<file path="config.mk">
export PLATFORM = sky130hd
export DESIGN_NAME = addr_map
export DESIGN_NICKNAME = d
export VERILOG_FILES = /design/src/addr_map.sv
export VERILOG_INCLUDE_DIRS = /design/src
export SDC_FILE = /design/constraint.sdc
export NUM_CORES = 1
export LEC_CHECK = 0
export BUFFER_PORTS_ARGS = -buffer_cell sky130_fd_sc_hd__buf_4
export CORE_MARGIN = 1
export CORE_UTILIZATION = 39
export DETAILED_ROUTE_END_ITERATION = 10
export PLACE_DENSITY = 0.77
export RECOVER_POWER = 100
export SLEW_MARGIN = 20
export SYNTH_ARGS = -nofsm -noshare
export SYNTH_HDL_FRONTEND = slang
export SYNTH_SLANG_ARGS = --single-unit
export TNS_END_PERCENT = 50
</file>
<file path="constraint.sdc">
create_clock -name clk -period 0.8 [get_ports clk]
set_input_delay 0 -clock clk [delete_from_list [all_inputs] [get_ports clk]]
set_output_delay 0 -clock clk [all_outputs]
set_load 0.1 [all_outputs]
</file>
<file path="src/ifetch_config.svh">
`ifndef IFETCH_CONFIG_SVH
`define IFETCH_CONFIG_SVH

// Cache geometry, one way
`define IFETCH_IDX_LEN 8
`define IFETCH_OFS_LEN 4
`define IFETCH_TAG_LEN (32 - `IFETCH_IDX_LEN - `IFETCH_OFS_LEN)

// Words per line, refilled as one burst
`define IFETCH_LINE_WORDS 4

// VPC[31:29] of the uncached window
`define IFETCH_UNCACHED_SEG 3'b101

// Info word that travels with each pair
`define IFETCH_INFO_W 32

`endif

</file>
<file path="src/addr_map.sv">
`timescale 1ns/1ps
`include "ifetch_config.svh"

module addr_map (
  input  logic        clk,
  input  logic        rst_n,
  input  logic [31:0] vpc_i,
  input  logic        advance_i,
  output logic [31:0] ppc_o,
  output logic        uncached_o,
  output logic        paddr_valid_o
);

  always_ff @(posedge clk) begin
    if (!rst_n) begin
      paddr_valid_o <= 1'b0;
    end else if (advance_i) begin
      paddr_valid_o <= 1'b1;
    end
  end

  // Fixed mapping, segment bits dropped
  always_ff @(posedge clk) begin
    if (advance_i) begin
      ppc_o      <= {3'b000, vpc_i[28:0]};
      uncached_o <= (vpc_i[31:29] == `IFETCH_UNCACHED_SEG);
    end
  end

  // F1 relies on a steady PPC while it holds
  a_ppc_hold: assert property (@(posedge clk) disable iff (!rst_n)
    !advance_i |=> $stable(ppc_o));

endmodule

</file>
# After elaboration in Yosys (flattened, before gate mapping)
# Index checks and enable logic that the tools add are counted.
# totals
output_inout_bits,34
wordCells,4
ff_bits,31
inputBits,35
# op_classes
n_eq_ne,1
# ops
operator,count
3-bit == test (second input constant),1

# Logic depth before layout (Yosys ltp)
# logic_depth
depth_word,1
mapped_depth,1
mapped_depth_nobuf,1

# Least setup slack after synthesis
# Ideal clock, no wire load.
# synth_path
kind,register -> register
from,"reg, netlist name paddr_valid_o"
to,reg paddr_valid_o
t_arrival_ps,1144
synth_period_minus_slack_ps,1205
stages_incl_launch_ff,2
path_slack_ps,-405
required_time_ps,739
setup_ps,61
path_buffers,0
cell_sequence,dfxtp_1 -> o21a_1
# synth_lines
item,line_no,text
end signal: assignment,addr_map.sv:16,paddr_valid_o <= 1'b0;
end signal: assignment,addr_map.sv:18,paddr_valid_o <= 1'b1;
end: declaration,addr_map.sv:11,output logic paddr_valid_o

# Final worst setup path
# layout_path
from,reg ppc_o[15]
to,out ppc_o[15]
# layout_lines
item,line_no,text
start: declaration,addr_map.sv:9,"output logic [31:0] ppc_o,"
start signal: assignment,addr_map.sv:25,"ppc_o <= {3'b000, vpc_i[28:0]};"
# No word-level cell between the ends.

==> out/results.txt <==
Setup CP Type: reg2out
Max VDD drop: 2.72 mV
DR vias: 772
Post-Synth Adder-Cell Area: 0%
crit-path cells: buf_6
P per Cell Area: 2310 nW/um^2
placed inst area: 1470 um^2
GRT Total Usage: 26.5%
worst-margin pin slew: 0.760 ns
Ys Warns: 0
slowest stage delay, CP: 0.43 ns
clock root buffer master: clkbuf_4
endpoint class of the critical path: output port
startpoint types: flop
global-route wire length before repair: 4570 um
Max Cap Viol: 0
number of remaining DRC errors: 0
htree depth: 2
Syn Inst Count: 37
drt total wl: 3040 um
Final Setup Violations: 31
Simple-Gate Fraction of Synth Area: 0.909%
Core ar.: 2280 um^2
TritonCTS Buffers: 5
Reg2Reg Setup Slack: 0.14 ns
Worst path slowest cell: edfxtp_1
fraction of layout cells with a size suffix above 1: 50.4%
largest family of logic cells by synthesized area: buffers and inverters
RSZ-0062 raised after global routing: true
Filler Cell Count: 102
Max Clock Skew: 0 ns
ant diodes: 0
crit path buf inv count: 1
Syn Std Cell Area: 963 um^2
Synth Register Bits: 31
vias in the first global route: 867
maximum clock insertion buffer count: 2
Initial Utilization: 42.3%
clk slew on worst S/H paths: 0.10 ns
drt first-iter violations: 14
Worst-Skew Late Latency: 0.32 ns
status: complete, but fails checks
# IOs: 69
Area Overhead vs Synth: 105%
Final Wtd Congestion: 0.648
Crit Path Max Fanout: 1
Horiz. Die Dim: 51.7 um
initial antenna violation count: 0
Synth area leaders: edfxtp_1 94%, buf_4 2.3%, dfxtp_1 2.1%
Wirelength per Cell: 18.0 um
leak pwr: 0.837 nW
final hold violations: 0
Worst path top cell family by delay: flip-flops
Yosys top cell area share: 93.5%
fmax: 1030 MHz
final cycle utilization of the critical path: 121%
Netlist cell types: 6
crit path time final: 0.969 ns
post-synthesis mux area share: 0%
syn_area_per_cell: 26.0 um^2
Via-to-Cell Ratio: 4.57
CP Data Required Time: 0.80 ns
failing checks: setup timing
port buffer count: 65
final worst slack: -0.169 ns
Post-Synth XOR/XNOR Area: 0%
area fraction in compound gates after synthesis: 0.779%
worst min-delay path class: in2reg
largest net degree at the start of global routing: 32
Seq/Total Area, Yosys: 95.6%
CP arrival: 0.97 ns
Nets: 175
relative slew slack: 49.3%
clk sink count: 31
Final ANT Viol Nets: 0
die height: 51.7 um
Core Rows: 17
total grt overflow: 0
CTS tree: yes
dominant cell type by area after synthesis: edfxtp_1
fin area: 1980 um^2
die area: 2670 um^2
dpl ws: 0.110 ns
first-pass iteration count of the detailed router: 4
Slew Limit Fails: 0
## synth_stat cells
cell type	number
and3b_1	1
buf_4	3
conb_1	1
dfxtp_1	1
edfxtp_1	30
o21a_1	1
## routing by layer
metal / wire length [um] / track usage, % / up-vias
met5: 0 / 0 / -
met4: 29 / 5.41 / 0
met3: 255 / 12.9 / 4
met2: 1560 / 44.8 / 52
met1: 1190 / 30.5 / 373
li1: - / - / 343
## report_power, final
group,total (mW),switching (mW),internal (mW)
sequential,1.99,0.0695,1.92
clock,1.04,0.521,0.517
combinational,1.54,1.11,0.434
total,4.57,1.70,2.87
## final timing paths
path / endpoint / from / cells after the start
setup / recovery: ppc_o[15] / ppc_o[15] / 1
hold / removal: uncached_o / vpc_i[30] / 2
setup reg to reg: paddr_valid_o / paddr_valid_o / 1
hold reg to reg: paddr_valid_o / paddr_valid_o / 1
## kinds of logic after synthesis
group	after synthesis
flip-flops	31
buffers and inverters	3
AO/OA/AOI/OAI	1
AND/OR/NAND/NOR	1
other	1
## repair_timing
item,in CTS,in global routing
endpoints found under the setup margin,31,31
pin swaps,0,0
buffers inserted,0,0
gates resized for setup,33,1
hold buffers,32,0
hold endpoints to repair,31,0
## placed cells by master, fill, tap and decap left out
cell type / instances
and3b_1: 1
buf_12: 1
buf_4: 3
buf_6: 30
clkbuf_1: 2
clkbuf_2: 1
clkbuf_4: 34
clkbuf_8: 2
conb_1: 3
dfxtp_1: 1
dlygate4sd3_1: 32
edfxtp_1: 30
o21a_1: 1
## registers in the layout (all words and copies together) (netlist names)
register / flops
ppc_o: 29
uncached_o: 1
paddr_valid_o: 1
## metrics by stage
stage / power (mW) / instances / hold WS (ns) / TNS, ns / utilization [%]
floorplan: 2.98 / 39 / 0.0989 / -3.21 / -
global placement: 3.30 / 129 / 0.178 / 0 / 64.7
detailed placement: 3.31 / 129 / 0.179 / 0 / 64.7
CTS: 4.52 / 169 / 0.0598 / -3.45 / 87.3
global route: 4.71 / 169 / 0.0591 / -5.05 / 87.0
finish: 4.57 / 169 / 0.0658 / -3.92 / 87.0
## area by class of cell
cell class | count | area (um^2) | area share, %
clock buffers | 8 | 68.8 | 3.48
repair buffers | 97 | 927 | 46.8
flip-flops and latches | 31 | 921 | 46.5
multi-input cells | 5 | 27.5 | 1.39
well taps | 28 | 35.0 | 1.77
No activity file was read; power rests on OpenSTA's default activity.
