$ cat src/ifetch_config.svh
`ifndef IFETCH_CONFIG_SVH
`define IFETCH_CONFIG_SVH

// Cache geometry, one way
`define IFETCH_IDX_LEN 8
`define IFETCH_OFS_LEN 4
`define IFETCH_TAG_LEN (32 - `IFETCH_IDX_LEN - `IFETCH_OFS_LEN)

// Words per line, refilled as one burst
`define IFETCH_LINE_WORDS 4

// VPC[31:29] of the uncached window
`define IFETCH_UNCACHED_SEG 3'b101

// Info word that travels with each pair
`define IFETCH_INFO_W 32

`endif

$ cat src/ifetch_pkg.sv
`include "ifetch_config.svh"

package ifetch_pkg;

  typedef struct packed {
    logic [`IFETCH_TAG_LEN-1:0] tag;
    logic [`IFETCH_IDX_LEN-1:0] index;
    logic                       pair;      // Word pair within the line
    logic [`IFETCH_OFS_LEN-2:0] byte_ofs;
  } fetch_addr_s;

  // Fetch address, seen as a plain word or split for the cache
  typedef union packed {
    logic [31:0] raw;
    fetch_addr_s f;
  } fetch_addr_u;

  typedef struct packed {
    logic [1:0]                slot;     // Valid mask of the pair
    logic [31:0]               vpc;
    logic [`IFETCH_INFO_W-1:0] info;
  } fetch_req_t;

  typedef struct packed {
    logic [1:0]                slot;
    logic [31:0]               vpc;
    logic [31:0]               ppc;
    logic [1:0][31:0]          inst;
    logic [`IFETCH_INFO_W-1:0] info;
  } fetch_resp_t;

  typedef enum logic [1:0] {
    CACHEOP_INDEX_INV = 2'b00,
    CACHEOP_ALL_INV   = 2'b01,
    CACHEOP_NOP_2     = 2'b10,   // Reserved
    CACHEOP_NOP_3     = 2'b11
  } cacheop_e;

endpackage

$ cat src/cache_bus_pkg.sv
package cache_bus_pkg;

  // Master side of the read bus
  typedef struct packed {
    logic        valid;
    logic [31:0] addr;
    logic [3:0]  burst_len;   // Beats minus one
    logic        data_ok;     // Master takes beats
  } bus_req_t;

  // Slave side
  typedef struct packed {
    logic        ready;       // Address accepted
    logic        data_ok;
    logic        data_last;
    logic [31:0] r_data;
  } bus_resp_t;

endpackage

$ cat src/ifetch.sv
`timescale 1ns/1ps
`include "ifetch_config.svh"

module ifetch (
  input  logic                       clk,
  input  logic                       rst_n,
  input  ifetch_pkg::fetch_req_t     req_i,
  output logic                       ready_o,
  output ifetch_pkg::fetch_resp_t    resp_o,
  input  logic                       ready_i,
  input  logic                       clr_i,
  input  ifetch_pkg::cacheop_e       cacheop_i,
  input  logic                       cacheop_valid_i,
  output logic                       cacheop_ready_o,
  input  logic [31:0]                ppc_i,
  input  logic                       uncached_i,
  input  logic                       paddr_valid_i,
  output logic [`IFETCH_IDX_LEN-1:0] rd_index_o,
  output logic                       rd_pair_o,
  input  logic [`IFETCH_TAG_LEN-1:0] tag_i,
  input  logic                       tag_valid_i,
  input  logic [1:0][31:0]           rd_data_i,
  output logic                       wr_en_o,
  output logic [`IFETCH_IDX_LEN:0]   wr_addr_o,
  output logic [1:0][31:0]           wr_data_o,
  output logic [`IFETCH_TAG_LEN-1:0] wr_tag_o,
  output logic                       wr_last_o,
  output logic                       inv_en_o,
  output ifetch_pkg::cacheop_e       inv_op_o,
  output logic [`IFETCH_IDX_LEN-1:0] inv_index_o,
  output cache_bus_pkg::bus_req_t    bus_req_o,
  input  cache_bus_pkg::bus_resp_t   bus_resp_i
);

  localparam logic [7:0] S_IDLE     = 8'b0000_0001;
  localparam logic [7:0] S_COP      = 8'b0000_0010;
  localparam logic [7:0] S_RF_ADDR  = 8'b0000_0100;
  localparam logic [7:0] S_RF_DATA  = 8'b0000_1000;
  localparam logic [7:0] S_PT0_ADDR = 8'b0001_0000;
  localparam logic [7:0] S_PT0_DATA = 8'b0010_0000;
  localparam logic [7:0] S_PT1_ADDR = 8'b0100_0000;
  localparam logic [7:0] S_PT1_DATA = 8'b1000_0000;

  logic [7:0]                 state_q;
  logic [7:0]                 state_d;
  logic                       run_q;
  logic                       done_q;
  logic                       done_d;
  logic [1:0]                 f1_slot_q;
  ifetch_pkg::fetch_addr_u    f1_vpc_q;
  logic [`IFETCH_INFO_W-1:0]  f1_info_q;
  ifetch_pkg::fetch_addr_u    ppc;
  ifetch_pkg::fetch_addr_u    req_vpc;
  logic                       idle;
  logic                       f1_busy;
  logic                       hit;
  logic                       f1_done;
  logic                       beat;
  logic                       last_beat;
  logic [1:0]                 rf_beat_q;
  logic [31:0]                pair_lo_q;
  logic [1:0][31:0]           skid_q;
  ifetch_pkg::cacheop_e       cop_op_q;
  logic [`IFETCH_IDX_LEN-1:0] cop_index_q;

  assign ppc.raw     = ppc_i;
  assign req_vpc.raw = req_i.vpc;
  assign idle        = (state_q == S_IDLE);
  assign beat        = bus_resp_i.data_ok;
  assign last_beat   = bus_resp_i.data_ok && bus_resp_i.data_last;

  assign rd_index_o = f1_vpc_q.f.index;
  assign rd_pair_o  = f1_vpc_q.f.pair;
  assign hit        = tag_valid_i && (tag_i == ppc.f.tag) && !uncached_i;

  assign f1_busy = paddr_valid_i && (f1_slot_q != 2'b00);
  assign f1_done = f1_busy && (done_q || hit);   // Pair ready to leave

  assign ready_o = run_q && idle && ready_i && !clr_i && (f1_slot_q == 2'b00 || f1_done);
  assign cacheop_ready_o = idle;

  always_comb begin
    resp_o.slot = (idle && f1_done && !clr_i) ? f1_slot_q : 2'b00;
    resp_o.vpc  = f1_vpc_q.raw;
    resp_o.ppc  = ppc_i;
    resp_o.inst = done_q ? skid_q : rd_data_i;   // Skid after a bus fetch
    resp_o.info = f1_info_q;
  end

  // F1 stage
  always_ff @(posedge clk) begin
    if (!rst_n) begin
      run_q     <= 1'b0;
      f1_slot_q <= 2'b00;
    end else begin
      run_q <= 1'b1;
      if (clr_i) begin
        f1_slot_q <= 2'b00;
      end else if (ready_o) begin
        f1_slot_q <= req_i.slot;
      end
    end
  end

  always_ff @(posedge clk) begin
    if (ready_o) begin
      f1_vpc_q.raw <= req_i.vpc;
      f1_info_q    <= req_i.info;
    end
  end

  always_comb begin
    state_d = state_q;
    done_d  = done_q && !(ready_o || clr_i);
    case (state_q)
      S_IDLE: begin
        if (cacheop_valid_i) begin
          state_d = S_COP;
        end else if (f1_busy && !done_q && !clr_i) begin
          if (uncached_i) begin
            state_d = f1_slot_q[0] ? S_PT0_ADDR : S_PT1_ADDR;
          end else if (!hit) begin
            state_d = S_RF_ADDR;
          end
        end
      end
      S_COP: state_d = S_IDLE;
      S_RF_ADDR: begin
        if (bus_resp_i.ready) begin
          state_d = S_RF_DATA;
        end
      end
      S_RF_DATA: begin
        if (last_beat) begin
          state_d = S_IDLE;
          done_d  = !clr_i;
        end
      end
      S_PT0_ADDR: begin
        if (bus_resp_i.ready) begin
          state_d = S_PT0_DATA;
        end
      end
      S_PT0_DATA: begin
        if (last_beat && f1_slot_q[1]) begin
          state_d = S_PT1_ADDR;
        end else if (last_beat) begin
          state_d = S_IDLE;
          done_d  = !clr_i;
        end
      end
      S_PT1_ADDR: begin
        if (bus_resp_i.ready) begin
          state_d = S_PT1_DATA;
        end
      end
      S_PT1_DATA: begin
        if (last_beat) begin
          state_d = S_IDLE;
          done_d  = !clr_i;
        end
      end
      default: state_d = S_IDLE;
    endcase
  end

  always_ff @(posedge clk) begin
    if (!rst_n) begin
      state_q   <= S_IDLE;
      done_q    <= 1'b0;
      rf_beat_q <= 2'd0;
      wr_en_o   <= 1'b0;
    end else begin
      state_q <= state_d;
      done_q  <= done_d;
      wr_en_o <= 1'b0;
      if (state_q == S_RF_ADDR) begin
        rf_beat_q <= 2'd0;
      end else if (state_q == S_RF_DATA && beat) begin
        rf_beat_q <= rf_beat_q + 2'd1;
        wr_en_o   <= rf_beat_q[0];   // Pair complete
      end
    end
  end

  // Refill pairs and the skid copy of the held pair
  always_ff @(posedge clk) begin
    if (state_q == S_RF_DATA && beat) begin
      if (!rf_beat_q[0]) begin
        pair_lo_q <= bus_resp_i.r_data;
      end else begin
        wr_data_o <= {bus_resp_i.r_data, pair_lo_q};
        wr_addr_o <= {f1_vpc_q.f.index, rf_beat_q[1]};
        wr_last_o <= rf_beat_q[1];
      end
      if (rf_beat_q[1] == f1_vpc_q.f.pair) begin
        skid_q[rf_beat_q[0]] <= bus_resp_i.r_data;
      end
    end
    if (state_q == S_PT0_DATA && beat) begin
      skid_q[0] <= bus_resp_i.r_data;
    end
    if (state_q == S_PT1_DATA && beat) begin
      skid_q[1] <= bus_resp_i.r_data;
    end
  end

  assign wr_tag_o = ppc.f.tag;   // PPC still held on the last write

  always_ff @(posedge clk) begin
    if (idle && cacheop_valid_i) begin
      cop_op_q    <= cacheop_i;
      cop_index_q <= req_vpc.f.index;
    end
  end

  assign inv_en_o    = (state_q == S_COP);
  assign inv_op_o    = cop_op_q;
  assign inv_index_o = cop_index_q;

  always_comb begin
    bus_req_o.valid     = 1'b0;
    bus_req_o.addr      = {ppc.raw[31:`IFETCH_OFS_LEN], {`IFETCH_OFS_LEN{1'b0}}};
    bus_req_o.burst_len = 4'(`IFETCH_LINE_WORDS - 1);
    bus_req_o.data_ok   = 1'b0;
    if (state_q == S_RF_ADDR) begin
      bus_req_o.valid = 1'b1;
    end else if (state_q == S_PT0_ADDR || state_q == S_PT1_ADDR) begin
      bus_req_o.valid     = 1'b1;
      bus_req_o.burst_len = 4'd0;
      bus_req_o.addr      = {ppc.raw[31:3], state_q == S_PT1_ADDR, 2'b00};
    end else if (state_q == S_RF_DATA || state_q == S_PT0_DATA || state_q == S_PT1_DATA) begin
      bus_req_o.data_ok = 1'b1;
    end
  end

  a_state_onehot: assert property (@(posedge clk) disable iff (!rst_n)
    $onehot(state_q));

  a_bus_addr_hold: assert property (@(posedge clk) disable iff (!rst_n)
    bus_req_o.valid && !bus_resp_i.ready |=> bus_req_o.valid && $stable(bus_req_o.addr));

endmodule

$ cat config.mk
export PLATFORM = sky130hd
export DESIGN_NAME = ifetch
export DESIGN_NICKNAME = d
export VERILOG_FILES = /design/src/ifetch_pkg.sv /design/src/cache_bus_pkg.sv /design/src/ifetch.sv
export VERILOG_INCLUDE_DIRS = /design/src
export SDC_FILE = /design/constraint.sdc
export NUM_CORES = 1
export LEC_CHECK = 0
export ABC_CLOCK_PERIOD_IN_PS = 15000
export BUFFER_PORTS_ARGS = -buffer_cell sky130_fd_sc_hd__buf_2
export CAP_MARGIN = 30
export CORE_AREA = 10 10 204 206
export DETAILED_ROUTE_END_ITERATION = 6
export DIE_AREA = 0 0 214 216
export GPL_TIMING_DRIVEN = 0
export PLACE_DENSITY = 0.53
export REMOVE_ABC_BUFFERS = 1
export SETUP_SLACK_MARGIN = 0.02
export SLEW_MARGIN = 10
export SYNTH_ARGS = -nofsm -noshare
export SYNTH_HDL_FRONTEND = slang
export SYNTH_SLANG_ARGS = --single-unit
$ cat constraint.sdc
create_clock -name clk -period 15 [get_ports clk]
set_input_delay 2.25 -clock clk [delete_from_list [all_inputs] [get_ports clk]]
set_output_delay 2.25 -clock clk [all_outputs]
set_load 0.05 [all_outputs]
# Word level (Yosys, flattened, before mapping)
# Index checks and enable logic that the tools add are counted.
word_totals:
  reg_bits: 259
  output_inout_bits: 317
  inputBits: 227
  wordCells: 112
op_classes:
  muxes: 29
  n_eq_ne: 15
  n_bitwise: 3
  order_cmp: 2
  add_sub_neg: 1
  reduce_logical: 45
op_table:
  columns: ["op", "n"]
  rows:
  - ["2-to-1 mux 64 bit", 3]
  - ["2-to-1 mux 32 bit", 3]
  - ["2-to-1 mux 37 bit", 2]
  - ["2-to-1 mux 8 bit", 9]
  - ["bitwise mux 64 bit", 1]
  - ["case mux 8 bit (6 select lines)", 1]
  - ["demux 32 bit (select 1 bit)", 1]
  - ["equality test 20 bit", 1]
  - ["logical AND 1 bit", 20]
  - ["nonzero test 2 bit", 5]
  - ["equality test 8 x 1 -> 1 bit, second input constant", 1]
  - ["equality test 8 x 2 -> 1 bit, second input constant", 1]
  - ["equality test 8 x 3 -> 1 bit, second input constant", 1]
  - ["equality test 8 x 4 -> 1 bit, second input constant", 1]
  - ["equality test 8 x 5 -> 1 bit, second input constant", 1]
  - ["equality test 8 x 6 -> 1 bit, second input constant", 1]
  - ["equality test 8 x 7 -> 1 bit, second input constant", 1]
  - ["equality test 8 bit, second input constant", 1]
  - ["AND reduction 2 bit", 4]
  - ["2-to-1 mux 7 bit", 1]
  - ["logical OR 1 bit", 6]
  - ["2-to-1 mux 1 bit", 6]
  - ["!= test 2 bit, second input constant", 3]
  - ["OR reduction 2 bit", 3]
  - ["13 further kinds", 18]

# Depth between registers and ports, before layout
depth:
  word_depth: 13
  mapped_depth: 8
  depth_no_buf: 7

# Worst setup path before layout
# No wires, ideal clock.
synth_timing:
  kind: "input to output"
  start: "input port ppc_i[14]"
  end: "output port ready_o"
  stages: 5
  setup_slack_ps: 6317
  arrival_ps: 6433
  t_required_ps: 12750
  path_buffers: 0
  path_cell_list: "xor2_1 > nor4_1 > nand4_1 > o21a_1 > nor2_1"
synth_between:
  elab_chain_len: 7
synth_lines:
  columns: ["item", "line_no", "rtl"]
  rows:
  - ["start: declaration", "ifetch.sv:15", "input logic [31:0] ppc_i,"]
  - ["equality test 20 bit", "ifetch.sv:74", "assign hit = tag_valid_i && (tag_i == ppc.f.tag) && !uncached_i;"]
  - ["logical AND 1 bit (2 in a row)", "ifetch.sv:74", null]
  - ["logical OR 1 bit", "ifetch.sv:77", "assign f1_done = f1_busy && (done_q || hit);"]
  - ["logical AND 1 bit", "ifetch.sv:77", null]
  - ["logical OR 1 bit", "ifetch.sv:79", "assign ready_o = run_q && idle && ready_i && !clr_i && (f1_slot_q == 2'b00 || f1_done);"]
  - ["logical AND 1 bit", "ifetch.sv:79", null]
  - ["end: declaration", "ifetch.sv:8", "output logic ready_o,"]
# No other way between the ends.

# Worst setup path in the final report
# Same ends and word-level chain as after synthesis.

==> impl_metrics.ini <==
[run_status]
status = finished clean

[power]
p_int_mw = 1.24
power_density_nw_per_um2 = 121
p_leak_nw = 5.51
seqPwrFrac_pct = 47.3
pwr-share-comb_pct = 14.0
vdd_drop_max_uv = 96.0
p_total_mw = 1.70
netSwitchingFraction_pct = 27.1
power.switching_mw = 0.460
pwr-share-clk_pct = 38.6

[grt]
grt_use_met3_pct = 6.53
grtUsageTotal_pct = 14.7
met2_usage_pct = 26.0
grt_busiest_layer = met2
antenna_found_initial = 6
overflow = 0
use_met1_pct = 15.9
grt_pass1_wl_um = 51100
grt_pass1_vias = 7298
grt_max_degree = 53

[cts]
cts_buffer_depth = 3
holdBufCountCts = 0
cts_buffers = 28
cts_resized = 0
clockRootBuffer = clkbuf_16
insertion_delay_ns = 0.56
cts.sinks = 258
cts_max_level = 1
cts_setup_buffers = 0
clkTransAtPathRegs_ns = 0.05
cts_tree = built

[drt]
drc_errors = 0
dr_total_vias = 6852
via_per_inst = 4.23
ant_nets = 0
dr.pass1.iters = 4
wl_per_cell_um = 22.3
routed_wl_um = 36100
drtIter0Drc = 257

[placement]
place_hpwl_um = 29400
finalWeightedCongestion = 0.850
place_inst = 1566
pre_cts_slack_ns = 8.31
io_buffers = 509

[hold_path]
hp-class = register to register
hold_start = pair_lo_q[3]
hold_path_depth = 0
min_to = wr_data_o[3]

[logic_synthesis]
syn_area_per_cell_um2 = 16.2
async_flop_share_pct = 0
synth_cells = 644
synth_ff_type = edfxtp_1
synth_edf_count = 243
ys_types = 48
synth_top_area_share_pct = 69.8
yosysMostFrequentCell = edfxtp_1
ys.warnings.count = 0
yosys_register_bits = 258
synthTopCellsByCount = edfxtp_1, buf_4, nor2b_1
yosys.area.top_type = edfxtp_1
synth_top_cells_by_area = edfxtp_1, mux2_2, buf_4, nor2b_1, dfxtp_1
netlist_area_um2 = 10400
yosysSeqAreaShare_pct = 72.7

[sta]
setup_ws_ns = 8.31
hold_viol = 0
post-route-period-util_pct = 44.6
holdWs_ns = 0.417
finalClockSkew_ns = 0.0201
rsz0062_at_grt = no
setup_viol_count_final = 0
relSlewSlack_pct = 55.4
slew_violations = 0
min_period_ns = 6.69
worst_pin_slew_ns = 0.668
finalSetupTns_ns = 0
fmax_mhz = 149

[die]
core-area_um2 = 37400
die_h_um = 216
io_pins = 544
die_area_um2 = 46200
die_width_um = 214
floorplan.initialDensity_pct = 27.9
row_count = 71

[setup_path]
cp_max_fo = 30
start_kind = input pin
r2r-end = f1_vpc_q[21]
r2r_start = state_q[4]
r2r_cells = 6
rrSetupSlack_ns = 12.18
worstPathArrival_ns = 4.44
path_class = input pin to primary output
required_ns = 12.75
endpoint_kind = primary output

[finish]
area_growth_pct = 34.3
nNetsFinal = 1312
finalNonFillerCells = 1619
layout-drive-gt1-share_pct = 57.6

[flow_run]
drv_cap = 0
==> worst max-delay path: stages <==
cell     delay, ns
buf_2         0.14
xor2_1        0.16
nor4_1        0.34
nand4_1       0.31
o21a_1        0.31
nor2_4        0.36
buf_12        0.27
buf_2         0.30
==> power by group through the flow <==
stage	Combinational, mW	Clock (mW)	Sequential (mW)
final	0.238	0.658	0.806
after global routing	0.251	0.707	0.807
after detailed placement	0.241	0	0.821
after global placement	0.236	0	0.822
after floorplan	0.0845	0	0.861
after CTS	0.242	0.678	0.806
==> cell families (layout without fill, tap and decap cells) <==
family | Yosys count | count (layout) | share of synthesized area [%]
flip-flops | 258 | 258 | 72.7
AND/OR/NAND/NOR | 142 | 142 | 8.32
other | 1 | 7 | 0.0359
buffers and inverters | 120 | 578 | 7.78
AO/OA/AOI/OAI | 35 | 35 | 2.24
multiplexers | 64 | 64 | 6.90
XOR/XNOR | 24 | 24 | 2.01
==> area by class of cell <==
class                           count  area, um^2
Antenna cell                        3        7.51
Clock buffer                       35         727
Clock inverter                     15         143
Fill cell                        3664       23400
Inverter                            9        38.8
Multi-Input combinational cell    269        2090
Sequential cell                   258        7600
Tap cell                          511         639
Timing Repair Buffer              519        2780
==> layout by cell type, fill, tap and decap left out, types with 8 or more instances in the layout <==
| cell type | n |
|---|---|
| mux2_2 | 64 |
| nor2b_1 | 67 |
| nand3_1 | 8 |
| clkbuf_16 | 28 |
| nor4_1 | 8 |
| nor2_1 | 12 |
| clkinv_1 | 10 |
| xor2_1 | 23 |
| dfxtp_1 | 14 |
| buf_2 | 509 |
| edfxtp_1 | 243 |
| a21oi_1 | 10 |
| nand2_1 | 12 |
==> worst max path at each step <==
stage | start | endpoint
after floorplan | ppc_i[14] | ready_o
after global routing | ppc_i[14] | ready_o
after global placement | ppc_i[14] | ready_o
final | ppc_i[14] | ready_o
after detailed placement | ppc_i[14] | ready_o
after CTS | ppc_i[14] | ready_o
==> state kept, by name, summed over array words and instances, names as in the netlist <==
| signal | cells |
|---|---|
| skid_q | 64 |
| wr_data_o | 64 |
| f1_info_q | 32 |
| f1_vpc_q | 32 |
| pair_lo_q | 32 |
| wr_addr_o | 9 |
| inv_index_o | 8 |
| state_q | 8 |
| f1_slot_q | 2 |
| inv_op_o | 2 |
| rf_beat_q | 2 |
| done_q | 1 |
| run_q | 1 |
| wr_en_o | 1 |
==> layer usage <==
metal	wire (um)	up-vias
met5	44	-
met4	495	6
met3	3790	41
met2	18500	399
met1	13200	3249
li1	-	3157
==> stage by stage <==
step	utilization (%)	cell area [um^2]
2_1_floorplan	-	9690
3_3_place_gp	34.4	12900
3_5_place_dp	35.2	13200
4_1_cts	37.5	14000
5_1_grt	37.5	14000
6_report	37.5	14000
Note: power is estimated with default switching activity, not from simulation.
